## src/hw/pcs_settings.svh

```systemverilog
// PCS transmit parameters
`ifndef PCS_SETTINGS_SVH
`define PCS_SETTINGS_SVH

// number of physical lanes
`define PCS_LANE_N 4

// sync header and payload widths of one 66-bit block
`define PCS_HEAD_W 2
`define PCS_DATA_W 64

// XGMII control bits per lane, one per data byte
`define PCS_CTRL_W 8

// gap counter width, a marker goes out once every 2^14 beats
`define PCS_AM_GAP_W 14

// fixed marker bytes per lane, byte 0 in the low bits
// bytes 3 and 7 are placeholders that the BIP3 and BIP7 values overwrite
`define PCS_AM_LANE0 64'h00_b8_89_6f_00_47_76_90
`define PCS_AM_LANE1 64'h00_19_3b_0f_00_e6_c4_f0
`define PCS_AM_LANE2 64'h00_64_9a_3a_00_9b_65_c5
`define PCS_AM_LANE3 64'h00_c2_86_5d_00_3d_79_a2

`endif

```

## src/hw/pcs_pkg.sv

```systemverilog
// PCS block types
`include "pcs_settings.svh"

package pcs_pkg;

	// sync header of a 66-bit block
	typedef logic [`PCS_HEAD_W-1:0] block_head_t;

	// header code of a block carrying eight data bytes
	localparam block_head_t HEAD_DATA = 2'b01;
	// header code of a block starting with a block type field
	localparam block_head_t HEAD_CTRL = 2'b10;

	// only the control-only block type is produced here
	typedef enum logic [7:0] {
		BLOCK_TYPE_CTRL = 8'h1e
	} block_type_e;

	// 7-bit control codes carried in a control-only block
	typedef enum logic [6:0] {
		CTRL_IDLE  = 7'h00,
		CTRL_ERROR = 7'h1e
	} ctrl_code_e;

	// control view of a payload
	// the block type sits in the low byte so that it goes out first on the line
	typedef struct packed {
		ctrl_code_e [7:0] code;
		block_type_e      btype;
	} ctrl_block_t;

	// one payload decoded either as raw data bytes or as a control block
	typedef union packed {
		logic [`PCS_DATA_W/8-1:0][7:0] data;
		ctrl_block_t                   ctrl;
	} block_payload_u;

endpackage

```

## src/hw/am_lane_tx.sv

```systemverilog
// Lane alignment marker insertion
`timescale 1ns/100ps
`include "pcs_settings.svh"

module am_lane_tx #(
	parameter logic [`PCS_DATA_W-1:0] LANE_ENC = `PCS_AM_LANE0
) (
	input  logic                   clk,
	input  logic                   nreset,
	input  logic                   valid_i,
	input  logic                   marker_v_i,
	input  pcs_pkg::block_head_t   head_i,
	input  logic [`PCS_DATA_W-1:0] data_i,
	output pcs_pkg::block_head_t   head_o,
	output logic [`PCS_DATA_W-1:0] data_o
);

	// full block width, header in the two low bits
	localparam int BLK_W = `PCS_HEAD_W + `PCS_DATA_W;

	logic [7:0]             bip_q;
	logic [7:0]             bip_next;
	logic [`PCS_DATA_W-1:0] marker_data;
	pcs_pkg::block_head_t   head_sel;
	logic [`PCS_DATA_W-1:0] data_sel;
	pcs_pkg::block_head_t   head_q;
	logic [`PCS_DATA_W-1:0] data_q;

	// bit k is the parity of every block bit whose index is k mod 8
	function automatic logic [7:0] bip_fold(input logic [BLK_W-1:0] blk);
		logic [7:0] p;
		p = '0;
		for (int i = 0; i < BLK_W; i++) begin
			p[i % 8] = p[i % 8] ^ blk[i];
		end
		return p;
	endfunction

	// fixed lane bytes with BIP3 in byte 3 and its inverse BIP7 in byte 7
	always_comb begin
		marker_data        = LANE_ENC;
		marker_data[31:24] = bip_q;
		marker_data[63:56] = ~bip_q;
	end

	// the marker takes the place of the incoming block
	// upstream holds that block for the next beat
	assign head_sel = marker_v_i ? pcs_pkg::HEAD_CTRL : head_i;
	assign data_sel = marker_v_i ? marker_data : data_i;

	// a marker restarts the parity from its own bits
	// any other block folds into the running value
	assign bip_next = marker_v_i ? bip_fold({data_sel, head_sel})
		: bip_q ^ bip_fold({data_sel, head_sel});

	// output register, advances on every beat the gearbox accepts
	always_ff @(posedge clk) begin
		if (nreset) begin
			head_q <= '0;
			data_q <= '0;
			bip_q  <= '0;
		end else if (valid_i) begin
			head_q <= head_sel;
			data_q <= data_sel;
			bip_q  <= bip_next;
		end
	end

	assign head_o = head_q;
	assign data_o = data_q;

endmodule

```

## src/hw/am_tx.sv

```systemverilog
// Alignment marker insertion
`timescale 1ns/100ps
`include "pcs_settings.svh"

module am_tx (
	input  logic                                clk,
	input  logic                                nreset,
	// gearbox accepts a block this cycle
	input  logic                                valid_i,
	input  logic [`PCS_LANE_N*`PCS_HEAD_W-1:0]  head_i,
	input  logic [`PCS_LANE_N*`PCS_DATA_W-1:0]  data_i,
	output logic [`PCS_LANE_N*`PCS_HEAD_W-1:0]  head_o,
	output logic [`PCS_LANE_N*`PCS_DATA_W-1:0]  data_o,
	// marker beat, doubles as the upstream stall
	output logic                                marker_v_o
);

	localparam int GAP_W = `PCS_AM_GAP_W;

	// marker bytes of all lanes, lane 0 in the low word
	localparam logic [`PCS_LANE_N*`PCS_DATA_W-1:0] MARKER_ALL = {
		`PCS_AM_LANE3,
		`PCS_AM_LANE2,
		`PCS_AM_LANE1,
		`PCS_AM_LANE0
	};

	logic [GAP_W-1:0] gap_q;
	logic [GAP_W-1:0] gap_next;
	logic             marker_next;
	logic             marker_q;

	// the counter wraps on its own width, one marker per 2^14 beats
	assign gap_next = gap_q + GAP_W'(1);

	// all ones now means a marker goes out on the next beat
	assign marker_next = &gap_q;

	// starting at 1 puts the first marker on beat 16383
	always_ff @(posedge clk) begin
		if (nreset) begin
			gap_q    <= GAP_W'(1);
			marker_q <= 1'b0;
		end else if (valid_i) begin
			gap_q    <= gap_next;
			marker_q <= marker_next;
		end
	end

	// one inserter per lane, all driven by the same marker flag
	for (genvar i = 0; i < `PCS_LANE_N; i++) begin : gen_lane
		pcs_pkg::block_head_t   head_lane;
		logic [`PCS_DATA_W-1:0] data_lane;

		am_lane_tx #(
			.LANE_ENC(MARKER_ALL[i*`PCS_DATA_W +: `PCS_DATA_W])
		) m_am_lane (
			.clk       (clk),
			.nreset    (nreset),
			.valid_i   (valid_i),
			.marker_v_i(marker_q),
			.head_i    (head_i[i*`PCS_HEAD_W +: `PCS_HEAD_W]),
			.data_i    (data_i[i*`PCS_DATA_W +: `PCS_DATA_W]),
			.head_o    (head_lane),
			.data_o    (data_lane)
		);

		assign head_o[i*`PCS_HEAD_W +: `PCS_HEAD_W] = head_lane;
		assign data_o[i*`PCS_DATA_W +: `PCS_DATA_W] = data_lane;
	end

	assign marker_v_o = marker_q;

endmodule

```

## src/hw/pcs_encoder.sv

```systemverilog
// Lane 64b/66b encoder
`timescale 1ns/100ps
`include "pcs_settings.svh"

module pcs_encoder (
	input  logic                          clk,
	input  logic                          nreset,
	input  logic                          advance_i,
	input  logic [`PCS_DATA_W-1:0]        xgmii_data_i,
	input  logic [`PCS_CTRL_W-1:0]        xgmii_ctrl_i,
	output pcs_pkg::block_head_t          head_o,
	output pcs_pkg::block_payload_u       payload_o
);

	// XGMII idle character
	localparam logic [7:0] XGMII_IDLE = 8'h07;

	logic                    is_data;
	logic                    is_idle;
	logic                    bytes_idle;
	pcs_pkg::block_head_t    head_next;
	pcs_pkg::block_payload_u payload_next;
	pcs_pkg::block_head_t    head_q;
	pcs_pkg::block_payload_u payload_q;

	// a word with no control bit set is plain data
	assign is_data = ~|xgmii_ctrl_i;

	// every byte must hold the idle character
	always_comb begin
		bytes_idle = 1'b1;
		for (int i = 0; i < `PCS_CTRL_W; i++) begin
			if (xgmii_data_i[i*8 +: 8] != XGMII_IDLE) begin
				bytes_idle = 1'b0;
			end
		end
	end

	// all lanes flagged as control and all of them idle
	assign is_idle = (&xgmii_ctrl_i) & bytes_idle;

	// pick the block layout, data view or control view of the payload
	always_comb begin
		if (is_data) begin
			head_next         = pcs_pkg::HEAD_DATA;
			payload_next.data = xgmii_data_i;
		end else begin
			head_next                = pcs_pkg::HEAD_CTRL;
			payload_next.ctrl.btype  = pcs_pkg::BLOCK_TYPE_CTRL;
			// anything that is not a clean idle word is reported as an error block
			for (int i = 0; i < 8; i++) begin
				payload_next.ctrl.code[i] = is_idle ? pcs_pkg::CTRL_IDLE
					: pcs_pkg::CTRL_ERROR;
			end
		end
	end

	// block register, only moves when the word is consumed
	always_ff @(posedge clk) begin
		if (nreset) begin
			head_q    <= '0;
			payload_q <= '0;
		end else if (advance_i) begin
			head_q    <= head_next;
			payload_q <= payload_next;
		end
	end

	assign head_o    = head_q;
	assign payload_o = payload_q;

endmodule

```

## src/hw/pcs_scrambler.sv

```systemverilog
// Lane payload scrambler
`timescale 1ns/100ps
`include "pcs_settings.svh"

module pcs_scrambler (
	input  logic                   clk,
	input  logic                   nreset,
	input  logic                   advance_i,
	input  logic [`PCS_DATA_W-1:0] payload_i,
	output logic [`PCS_DATA_W-1:0] payload_o
);

	// polynomial 1 + x^39 + x^58
	localparam int SCR_W = 58;
	localparam int TAP_A = 38;
	localparam int TAP_B = 57;

	logic [SCR_W-1:0]       state_q;
	logic [SCR_W-1:0]       state_next;
	logic [`PCS_DATA_W-1:0] scr;

	// self-synchronous scrambler, bit 0 goes first
	// the newest scrambled bit enters the state at position 0, so
	// bit 38 is the output from 39 bits back and bit 57 from 58 back
	always_comb begin
		state_next = state_q;
		for (int i = 0; i < `PCS_DATA_W; i++) begin
			scr[i]     = payload_i[i] ^ state_next[TAP_A] ^ state_next[TAP_B];
			state_next = {state_next[SCR_W-2:0], scr[i]};
		end
	end

	// state moves only with consumed words
	// marker beats hold it, the marker itself is never scrambled
	always_ff @(posedge clk) begin
		if (nreset) begin
			state_q <= '1;
		end else if (advance_i) begin
			state_q <= state_next;
		end
	end

	// output is combinational, the marker inserter registers it
	assign payload_o = scr;

endmodule

```

## src/hw/pcs_tx_top.sv

```systemverilog
// PCS transmit top
`timescale 1ns/100ps
`include "pcs_settings.svh"

module pcs_tx_top (
	input  logic                                clk,
	input  logic                                nreset,
	// one XGMII word per lane is offered while this is high
	input  logic                                tx_valid_i,
	input  logic [`PCS_LANE_N*`PCS_DATA_W-1:0]  xgmii_data_i,
	input  logic [`PCS_LANE_N*`PCS_CTRL_W-1:0]  xgmii_ctrl_i,
	// upstream must hold its word while this is high
	output logic                                am_stall_o,
	output logic [`PCS_LANE_N*`PCS_HEAD_W-1:0]  head_o,
	output logic [`PCS_LANE_N*`PCS_DATA_W-1:0]  data_o
);

	logic                                advance;
	logic                                marker_v;
	logic [`PCS_LANE_N*`PCS_HEAD_W-1:0]  enc_head;
	logic [`PCS_LANE_N*`PCS_DATA_W-1:0]  scr_data;

	// encoders and scramblers only move on consumed words
	// during a marker beat they hold the block the marker displaced
	assign advance = tx_valid_i & ~marker_v;

	for (genvar i = 0; i < `PCS_LANE_N; i++) begin : gen_lane
		pcs_pkg::block_head_t    head_lane;
		pcs_pkg::block_payload_u payload_lane;
		logic [`PCS_DATA_W-1:0]  scr_lane;

		pcs_encoder m_encoder (
			.clk         (clk),
			.nreset      (nreset),
			.advance_i   (advance),
			.xgmii_data_i(xgmii_data_i[i*`PCS_DATA_W +: `PCS_DATA_W]),
			.xgmii_ctrl_i(xgmii_ctrl_i[i*`PCS_CTRL_W +: `PCS_CTRL_W]),
			.head_o      (head_lane),
			.payload_o   (payload_lane)
		);

		// header bypasses the scrambler
		pcs_scrambler m_scrambler (
			.clk       (clk),
			.nreset    (nreset),
			.advance_i (advance),
			.payload_i (payload_lane),
			.payload_o (scr_lane)
		);

		assign enc_head[i*`PCS_HEAD_W +: `PCS_HEAD_W] = head_lane;
		assign scr_data[i*`PCS_DATA_W +: `PCS_DATA_W] = scr_lane;
	end

	// marker insertion and output register for all lanes
	am_tx m_am_tx (
		.clk       (clk),
		.nreset    (nreset),
		.valid_i   (tx_valid_i),
		.head_i    (enc_head),
		.data_i    (scr_data),
		.head_o    (head_o),
		.data_o    (data_o),
		.marker_v_o(marker_v)
	);

	assign am_stall_o = marker_v;

endmodule

```

## config.mk

```make
export PLATFORM = sky130hd
export DESIGN_NAME = pcs_tx_top
export DESIGN_NICKNAME = d
export VERILOG_FILES = /design/src/hw/pcs_pkg.sv /design/src/hw/am_lane_tx.sv /design/src/hw/am_tx.sv /design/src/hw/pcs_encoder.sv /design/src/hw/pcs_scrambler.sv /design/src/hw/pcs_tx_top.sv
export VERILOG_INCLUDE_DIRS = /design/src /design/src/hw
export SDC_FILE = /design/constraint.sdc
export NUM_CORES = 2
export LEC_CHECK = 0
export ABC_AREA = 1
export BUFFER_PORTS_ARGS = -buffer_cell sky130_fd_sc_hd__buf_2
export CELL_PAD_IN_SITES_DETAIL_PLACEMENT = 1
export CELL_PAD_IN_SITES_GLOBAL_PLACEMENT = 2
export CORE_ASPECT_RATIO = 0.7
export CORE_MARGIN = 4
export CORE_UTILIZATION = 32
export CTS_CLUSTER_SIZE = 16
export DETAILED_ROUTE_END_ITERATION = 6
export GPL_TIMING_DRIVEN = 1
export PLACE_DENSITY_LB_ADDON = 0.1
export SLEW_MARGIN = 0
export SYNTH_ARGS = -nofsm -noshare
export SYNTH_HDL_FRONTEND = slang
export SYNTH_HIERARCHICAL = 1
export SYNTH_SLANG_ARGS = --single-unit
```

## constraint.sdc

```tcl
create_clock -name clk -period 1.9 [get_ports clk]
set_input_delay 0.38 -clock clk [delete_from_list [all_inputs] [get_ports clk]]
set_output_delay 0.38 -clock clk [all_outputs]
set_load 0.01 [all_outputs]
```

* Word-level counts from Yosys, hierarchy flattened
Cells that the tools add are included.
** Word-level totals
- Flip-flop bits (word level) :: 807
- Logic and storage cells :: 882
** Operators by class
- Add/sub/neg operators :: 1
- Eq/ne operators :: 32
- Mux-type cells :: 56
- Bitwise operators :: 758
- Reduce and logical (&&, ||, !) cells :: 9
** Operators with widths (number)
- 1-bit XOR :: 744
- 64-bit two-way mux :: 8
- 8-bit by 3-bit != test with 1-bit output, second input constant :: 32
- 1-bit two-way mux :: 32
- 8-bit two-way mux :: 4
- 8-bit NOT :: 4
- 8-bit AND reduction :: 4
- 8-bit OR reduction :: 4
- 8-bit XOR :: 4
- 5-bit two-way mux :: 4
- 2-bit two-way mux :: 8
- 14-bit by 1-bit adder with 14-bit output, second input constant :: 1
- 14-bit AND reduction :: 1
- 1-bit AND :: 5
- 1-bit NOT :: 1

* Depth between registers and ports, before layout
- Depth in word-level cells :: 15
- Depth in mapped cells :: 19
- Gate-level depth less buffers :: 19

* By module
The synthesis kept the hierarchy.
** By module, submodules not included
- pcs_scrambler :: cells each 595, area an instance 3955.0 sq um, instances 4
- pcs_encoder :: cells each 429, area an instance 2885.3 sq um, instances 4
- am_lane_tx at m_am_tx.gen_lane[1].m_am_lane :: cells each 633, area an instance 4038.9 sq um, instances 1
- am_lane_tx at m_am_tx.gen_lane[0].m_am_lane :: cells each 645, area an instance 4033.9 sq um, instances 1
- am_lane_tx at m_am_tx.gen_lane[2].m_am_lane :: cells each 632, area an instance 4006.3 sq um, instances 1
- am_lane_tx at m_am_tx.gen_lane[3].m_am_lane :: cells each 636, area an instance 3957.5 sq um, instances 1
- am_tx :: cells each 110, area an instance 783.3 sq um, instances 1
- pcs_tx_top :: cells each 2, area an instance 10.0 sq um, instances 1

* Worst setup path after synthesis
OpenSTA, ideal clock, no wires.
- Path kind :: register -> register
- Start :: register m_am_tx.marker_q, in the netlist m_am_tx/marker_v_o
- End :: register m_am_tx.gen_lane[1].m_am_lane.bip_q[1]
- Library setup time :: 0.109 ns
- Buffers on the path :: 3
- Clock period less this slack :: 1.753 ns
- Data arrival time :: 1.645 ns
- Cell stages (with the launch flop) :: 15
- Data required time :: 1.791 ns
- Slack :: 0.147 ns
- Cells stage by stage :: dfxtp_1 -> buf_6 -> inv_4 -> buf_8 -> buf_6 -> nand2_1 -> nand3_1 -> nand2_1 -> inv_1 -> nand3_1 -> nand2_1 -> nand2_1 -> nand3_1 -> nand2_1 -> inv_1
** Between the ends
- Cells in the longest elaborated chain, start to end :: 11
** RTL lines
- from (decl) :: line am_tx.sv:31 : logic marker_q;
- from (signal assigned) :: line am_tx.sv:46 : marker_q <= marker_next;
- 2-bit two-way mux or 64-bit two-way mux (tied branches) :: line am_lane_tx.sv:48, am_lane_tx.sv:49
- 1-bit XOR (8 in series) :: line am_lane_tx.sv:34 : p[i % 8] = p[i % 8] ^ blk[i];
- 8-bit XOR :: line am_lane_tx.sv:54 : : bip_q ^ bip_fold({data_sel, head_sel});
- 8-bit two-way mux * :: line am_lane_tx.sv:53 : assign bip_next = marker_v_i ? bip_fold({data_sel, head_sel})
- to (signal assigned) :: line am_lane_tx.sv:65 : bip_q <= bip_next;
- to (decl) :: line am_lane_tx.sv:21 : logic [7:0] bip_q;
Mark *: on every way between the ends. The rest lies on a longest branch, timed or not.
A chain may end at the register's enable or synchronous reset.

* Worst setup path after layout
- Start :: register gen_lane[1].m_encoder.payload_q, in the netlist gen_lane[1].m_encoder/payload_o[6]
- End :: register m_am_tx.gen_lane[1].m_am_lane.bip_q[7]
** Between the ends
- Cells in the longest elaborated chain, start to end :: 10
** RTL lines
- from (decl) :: line pcs_encoder.sv:24 : pcs_pkg::block_payload_u payload_q;
- from (signal assigned) :: line pcs_encoder.sv:65 : payload_q <= payload_next;
- 1-bit XOR * (2 in series) :: line pcs_scrambler.sv:28 : scr[i] = payload_i[i] ^ state_next[TAP_A] ^ state_next[TAP_B];
- named net gen_lane[1].scr_lane[6] :: line pcs_tx_top.sv:30 : logic [`PCS_DATA_W-1:0] scr_lane;
- 1-bit XOR * (2 in series) :: line pcs_scrambler.sv:28
- named net gen_lane[1].scr_lane[45] :: line pcs_tx_top.sv:30
- 64-bit two-way mux * :: line am_lane_tx.sv:49 : assign data_sel = marker_v_i ? marker_data : data_i;
- 1-bit XOR * (3 in series) :: line am_lane_tx.sv:34
- 8-bit XOR :: line am_lane_tx.sv:54
- 8-bit two-way mux * :: line am_lane_tx.sv:53
The timed path passes the listed nets; every way through them passes the cells marked *.

==> qor.yml <==
grt_pass1_vias: 49320
cp.buffers_inverters: 2
crit_type: "flop to flop"
powerDensity_nw_per_um2: 979.8
cp_max_fo: 3
failed_checks: "setup timing"
grt_use_met2_pct: 43.65
ant_nets: 0
irDropWorstVdd_mv: 0.6106
wirelength_um: 209200
synth_nets: 7046
end_kind: "flop"
crit_path_frequent_cell: "nand2_1"
synth_edf_count: 0
async_reset_ff_share_pct: 0
die_h_um: 318.9
fin_area_um2: 64040
yosysWarnings: 6
timing.fmax_mhz: 502.2
clkTransAtPathRegs_ns: 0.07
setup_viol: 13
p_leak_nw: 30.97
gp_congestion: 0.8962
drt_iter0_drc: 3029
final_nets: 8433
worstMarginPinSlew_ns: 0.5227
grt.total_usage_pct: 27.22
clock-sinks: 807
cts_root_buf: "clkbuf_16"
cts_tree: "yes"
drive_above_1_share_pct: 33.86
p_total_mw: 62.75
slowest_delay_ns: 0.36
yosysTopAreaCell: "dfxtp_1"
finClkSkew_ns: 0.02779
clock_path_buffers: 3
rows: 113
syn_to_final_growth_pct: 44.92
relSlewSlack_pct: 65.15
globalRouteMet1Util_pct: 39.03
startpoint_type: "flop"
wl_per_cell_um: 20.79
vias: 49760
synth_commonest_cells: "nand2_1 (2,198), dfxtp_1 (807), inv_1 (700), nand3_1 (614), a21oi_1 (609)"
die_area_um2: 144200
max-cap-violations: 0
final_hold_viol_count: 0
initial_core_util_pct: 32.39
path_cells: "xnor2_2 > or2_4 > nand2_4 > nand2_2 > and2_4 > nor2_2 > buf_6 > nand2_1 > nand2_1 > inv_1 > nand2_1 > nand2_2 > nand2_1 > nand2_1 > nor2_1 > nor2_1"
final_cells: 10060
yosysUniqueCellTypes: 40
yosys.area.top_type_share_pct: 36.56
dp_hpwl_um: 157900
place_inst: 9619
yosys_most_used_dff: "dfxtp_1"
coreArea_um2: 136400
place_area_um2: 54280
setup_ws_ns: -0.09127
cpLargestDelayFamily: "simple AND/OR/NAND/NOR gates"
viasPerCell: 4.946
top_usage_layer: "met2"
cpMaxStageDelayCell: "dfxtp_4"
cts_buffers: 93
syn_avg_cell_area_um2: 6.543
grt-ovfl-total: 0
antenna_found_initial: 12
synth_seq_cells: 807
pre_cts_ws_ns: -0.7734
fin_crit_ns: 1.991
first_pass_iters: 7
fin_tns_setup_ns: -0.6581
syn_inst: 6754
pin_count: 556
synth_most_common_cell: "nand2_1"
drcViolationCount: 0
grt_max_degree: 96
portBuffers: 555
worstSkewPairLatency_ns: 0.73
fin_crit_sh_pct: 104.8
crit_arrival_ns: 2.60
die_w_um: 452.2
status: "complete, but fails checks"
critical_path_required_ns: 2.51
grt_pass1_wl_um: 303100
ys_seq_area_share_pct: 36.56
synth_area_um2: 44190
grt_use_met3_pct: 3.308
synth_area_leaders: "dfxtp_1 (37%), nand2_1 (19%), nand3_1 (7.0%), a21oi_1 (6.9%), inv_1 (5.9%)"
r2r_slack_ns: -0.09
drv_slew: 0
ctsHtreeMaxLevel: 3
rsz0062_at_grt: "true"
worstHoldPathType: "input port to flop"
[cells by family (layout without fill, tap and decap cells)]
logic type	count (synthesis)	after routing	synth area share [%]
AND/OR/NAND/NOR	3567	3567	35.24
AO/OA/AOI/OAI	1093	1093	13.45
adder cells (fa/ha/maj)	1	1	0.02831
other	0	3	0
XOR/XNOR	252	252	4.994
buffers and inverters	1034	2497	9.731
flip-flops	807	807	36.56
[worst paths after layout]
check,start,cells after the start,to
min,xgmii_data_i[86],3,gen_lane[1].m_encoder/payload_o[22]
max reg2reg,gen_lane[1].m_encoder/payload_o[6],16,m_am_tx/gen_lane[1].m_am_lane/bip_q[7]
min reg2reg,gen_lane[2].m_encoder/payload_o[13],2,gen_lane[2].m_encoder/payload_o[13]
max,gen_lane[1].m_encoder/payload_o[6],16,m_am_tx/gen_lane[1].m_am_lane/bip_q[7]
[repair_timing]
action,CTS,global route
hold buffers,158,0
resized for setup,379,796
setup endpoints to repair,69,98
setup buffers,29,74
cloned,5,11
pin swaps,78,318
hold endpoints to repair,158,0
[placed cells by master (no fill, tap or decap), types with 60 or more instances in the layout]
| cell type | netlist | layout |
|---|---|---|
| nand3_2 | 7 | 149 |
| nor2_1 | 336 | 277 |
| a21oi_1 | 609 | 600 |
| nand2_1 | 2198 | 1931 |
| and2_4 | 24 | 84 |
| clkbuf_16 | 0 | 108 |
| dfxtp_1 | 807 | 633 |
| nand3_1 | 614 | 461 |
| nand2_2 | 122 | 321 |
| buf_2 | 60 | 552 |
| buf_4 | 20 | 767 |
| nand2_4 | 25 | 91 |
| o21ai_0 | 301 | 283 |
| xnor2_1 | 218 | 154 |
| dlygate4sd3_1 | 0 | 158 |
| inv_2 | 23 | 77 |
| dfxtp_2 | 0 | 121 |
| o211ai_1 | 77 | 77 |
| buf_12 | 0 | 60 |
| inv_1 | 700 | 635 |
[report_power, final]
group	total (mW)	internal (mW)	switching [mW]
combinational	23.1	9.92	13.1
clock	19.8	11.6	8.25
sequential	19.9	18.4	1.43
[metal layers]
layer	share of wire (%)	wire [µm]	vias to the layer above
li1	-	-	24260
met1	48	101000	24310
met2	45	94330	990
met3	4.4	9292	194
met4	2.2	4614	0
met5	0	0	-
[sequential cells by signal, indices dropped and copies added, names as in the netlist]
register,flops
m_am_tx/gen_lane.m_am_lane/data_o,256
m_am_tx/gap_q,14
m_am_tx/gen_lane.m_am_lane/head_o,8
gen_lane.m_encoder/payload_o,256
gen_lane.m_scrambler/state_q,232
m_am_tx/marker_v_o,1
m_am_tx/gen_lane.m_am_lane/bip_q,32
gen_lane.m_encoder/head_o,8
[area by class of cell]
cell class / count / area (µm²)
inverter: 727 / 2774
antenna: 3 / 7.507
clock inverter: 52 / 646.9
multi-input combinational: 4913 / 26850
tap: 1840 / 2302
timing repair buffer: 1599 / 12300
sequential: 807 / 16510
clock buffer: 119 / 2660
fill: 17260 / 72400
[worst register-to-register path: cells and delay by family (launching register included)]
family	cells	cell delay, ns
buf+inv	2	0.19
simple gates	13	1.18
flops	1	0.36
xor+xnor	1	0.14
[stage by stage]
step                util [%]  hold WS (ns)
global placement       39.78        0.4623
global route           46.94      0.007205
detailed placement     39.78        0.4688
finish                 46.94       0.03856
CTS                    44.37     0.0001224
floorplan                  -        0.4491
(Power assumes the default switching activity.)
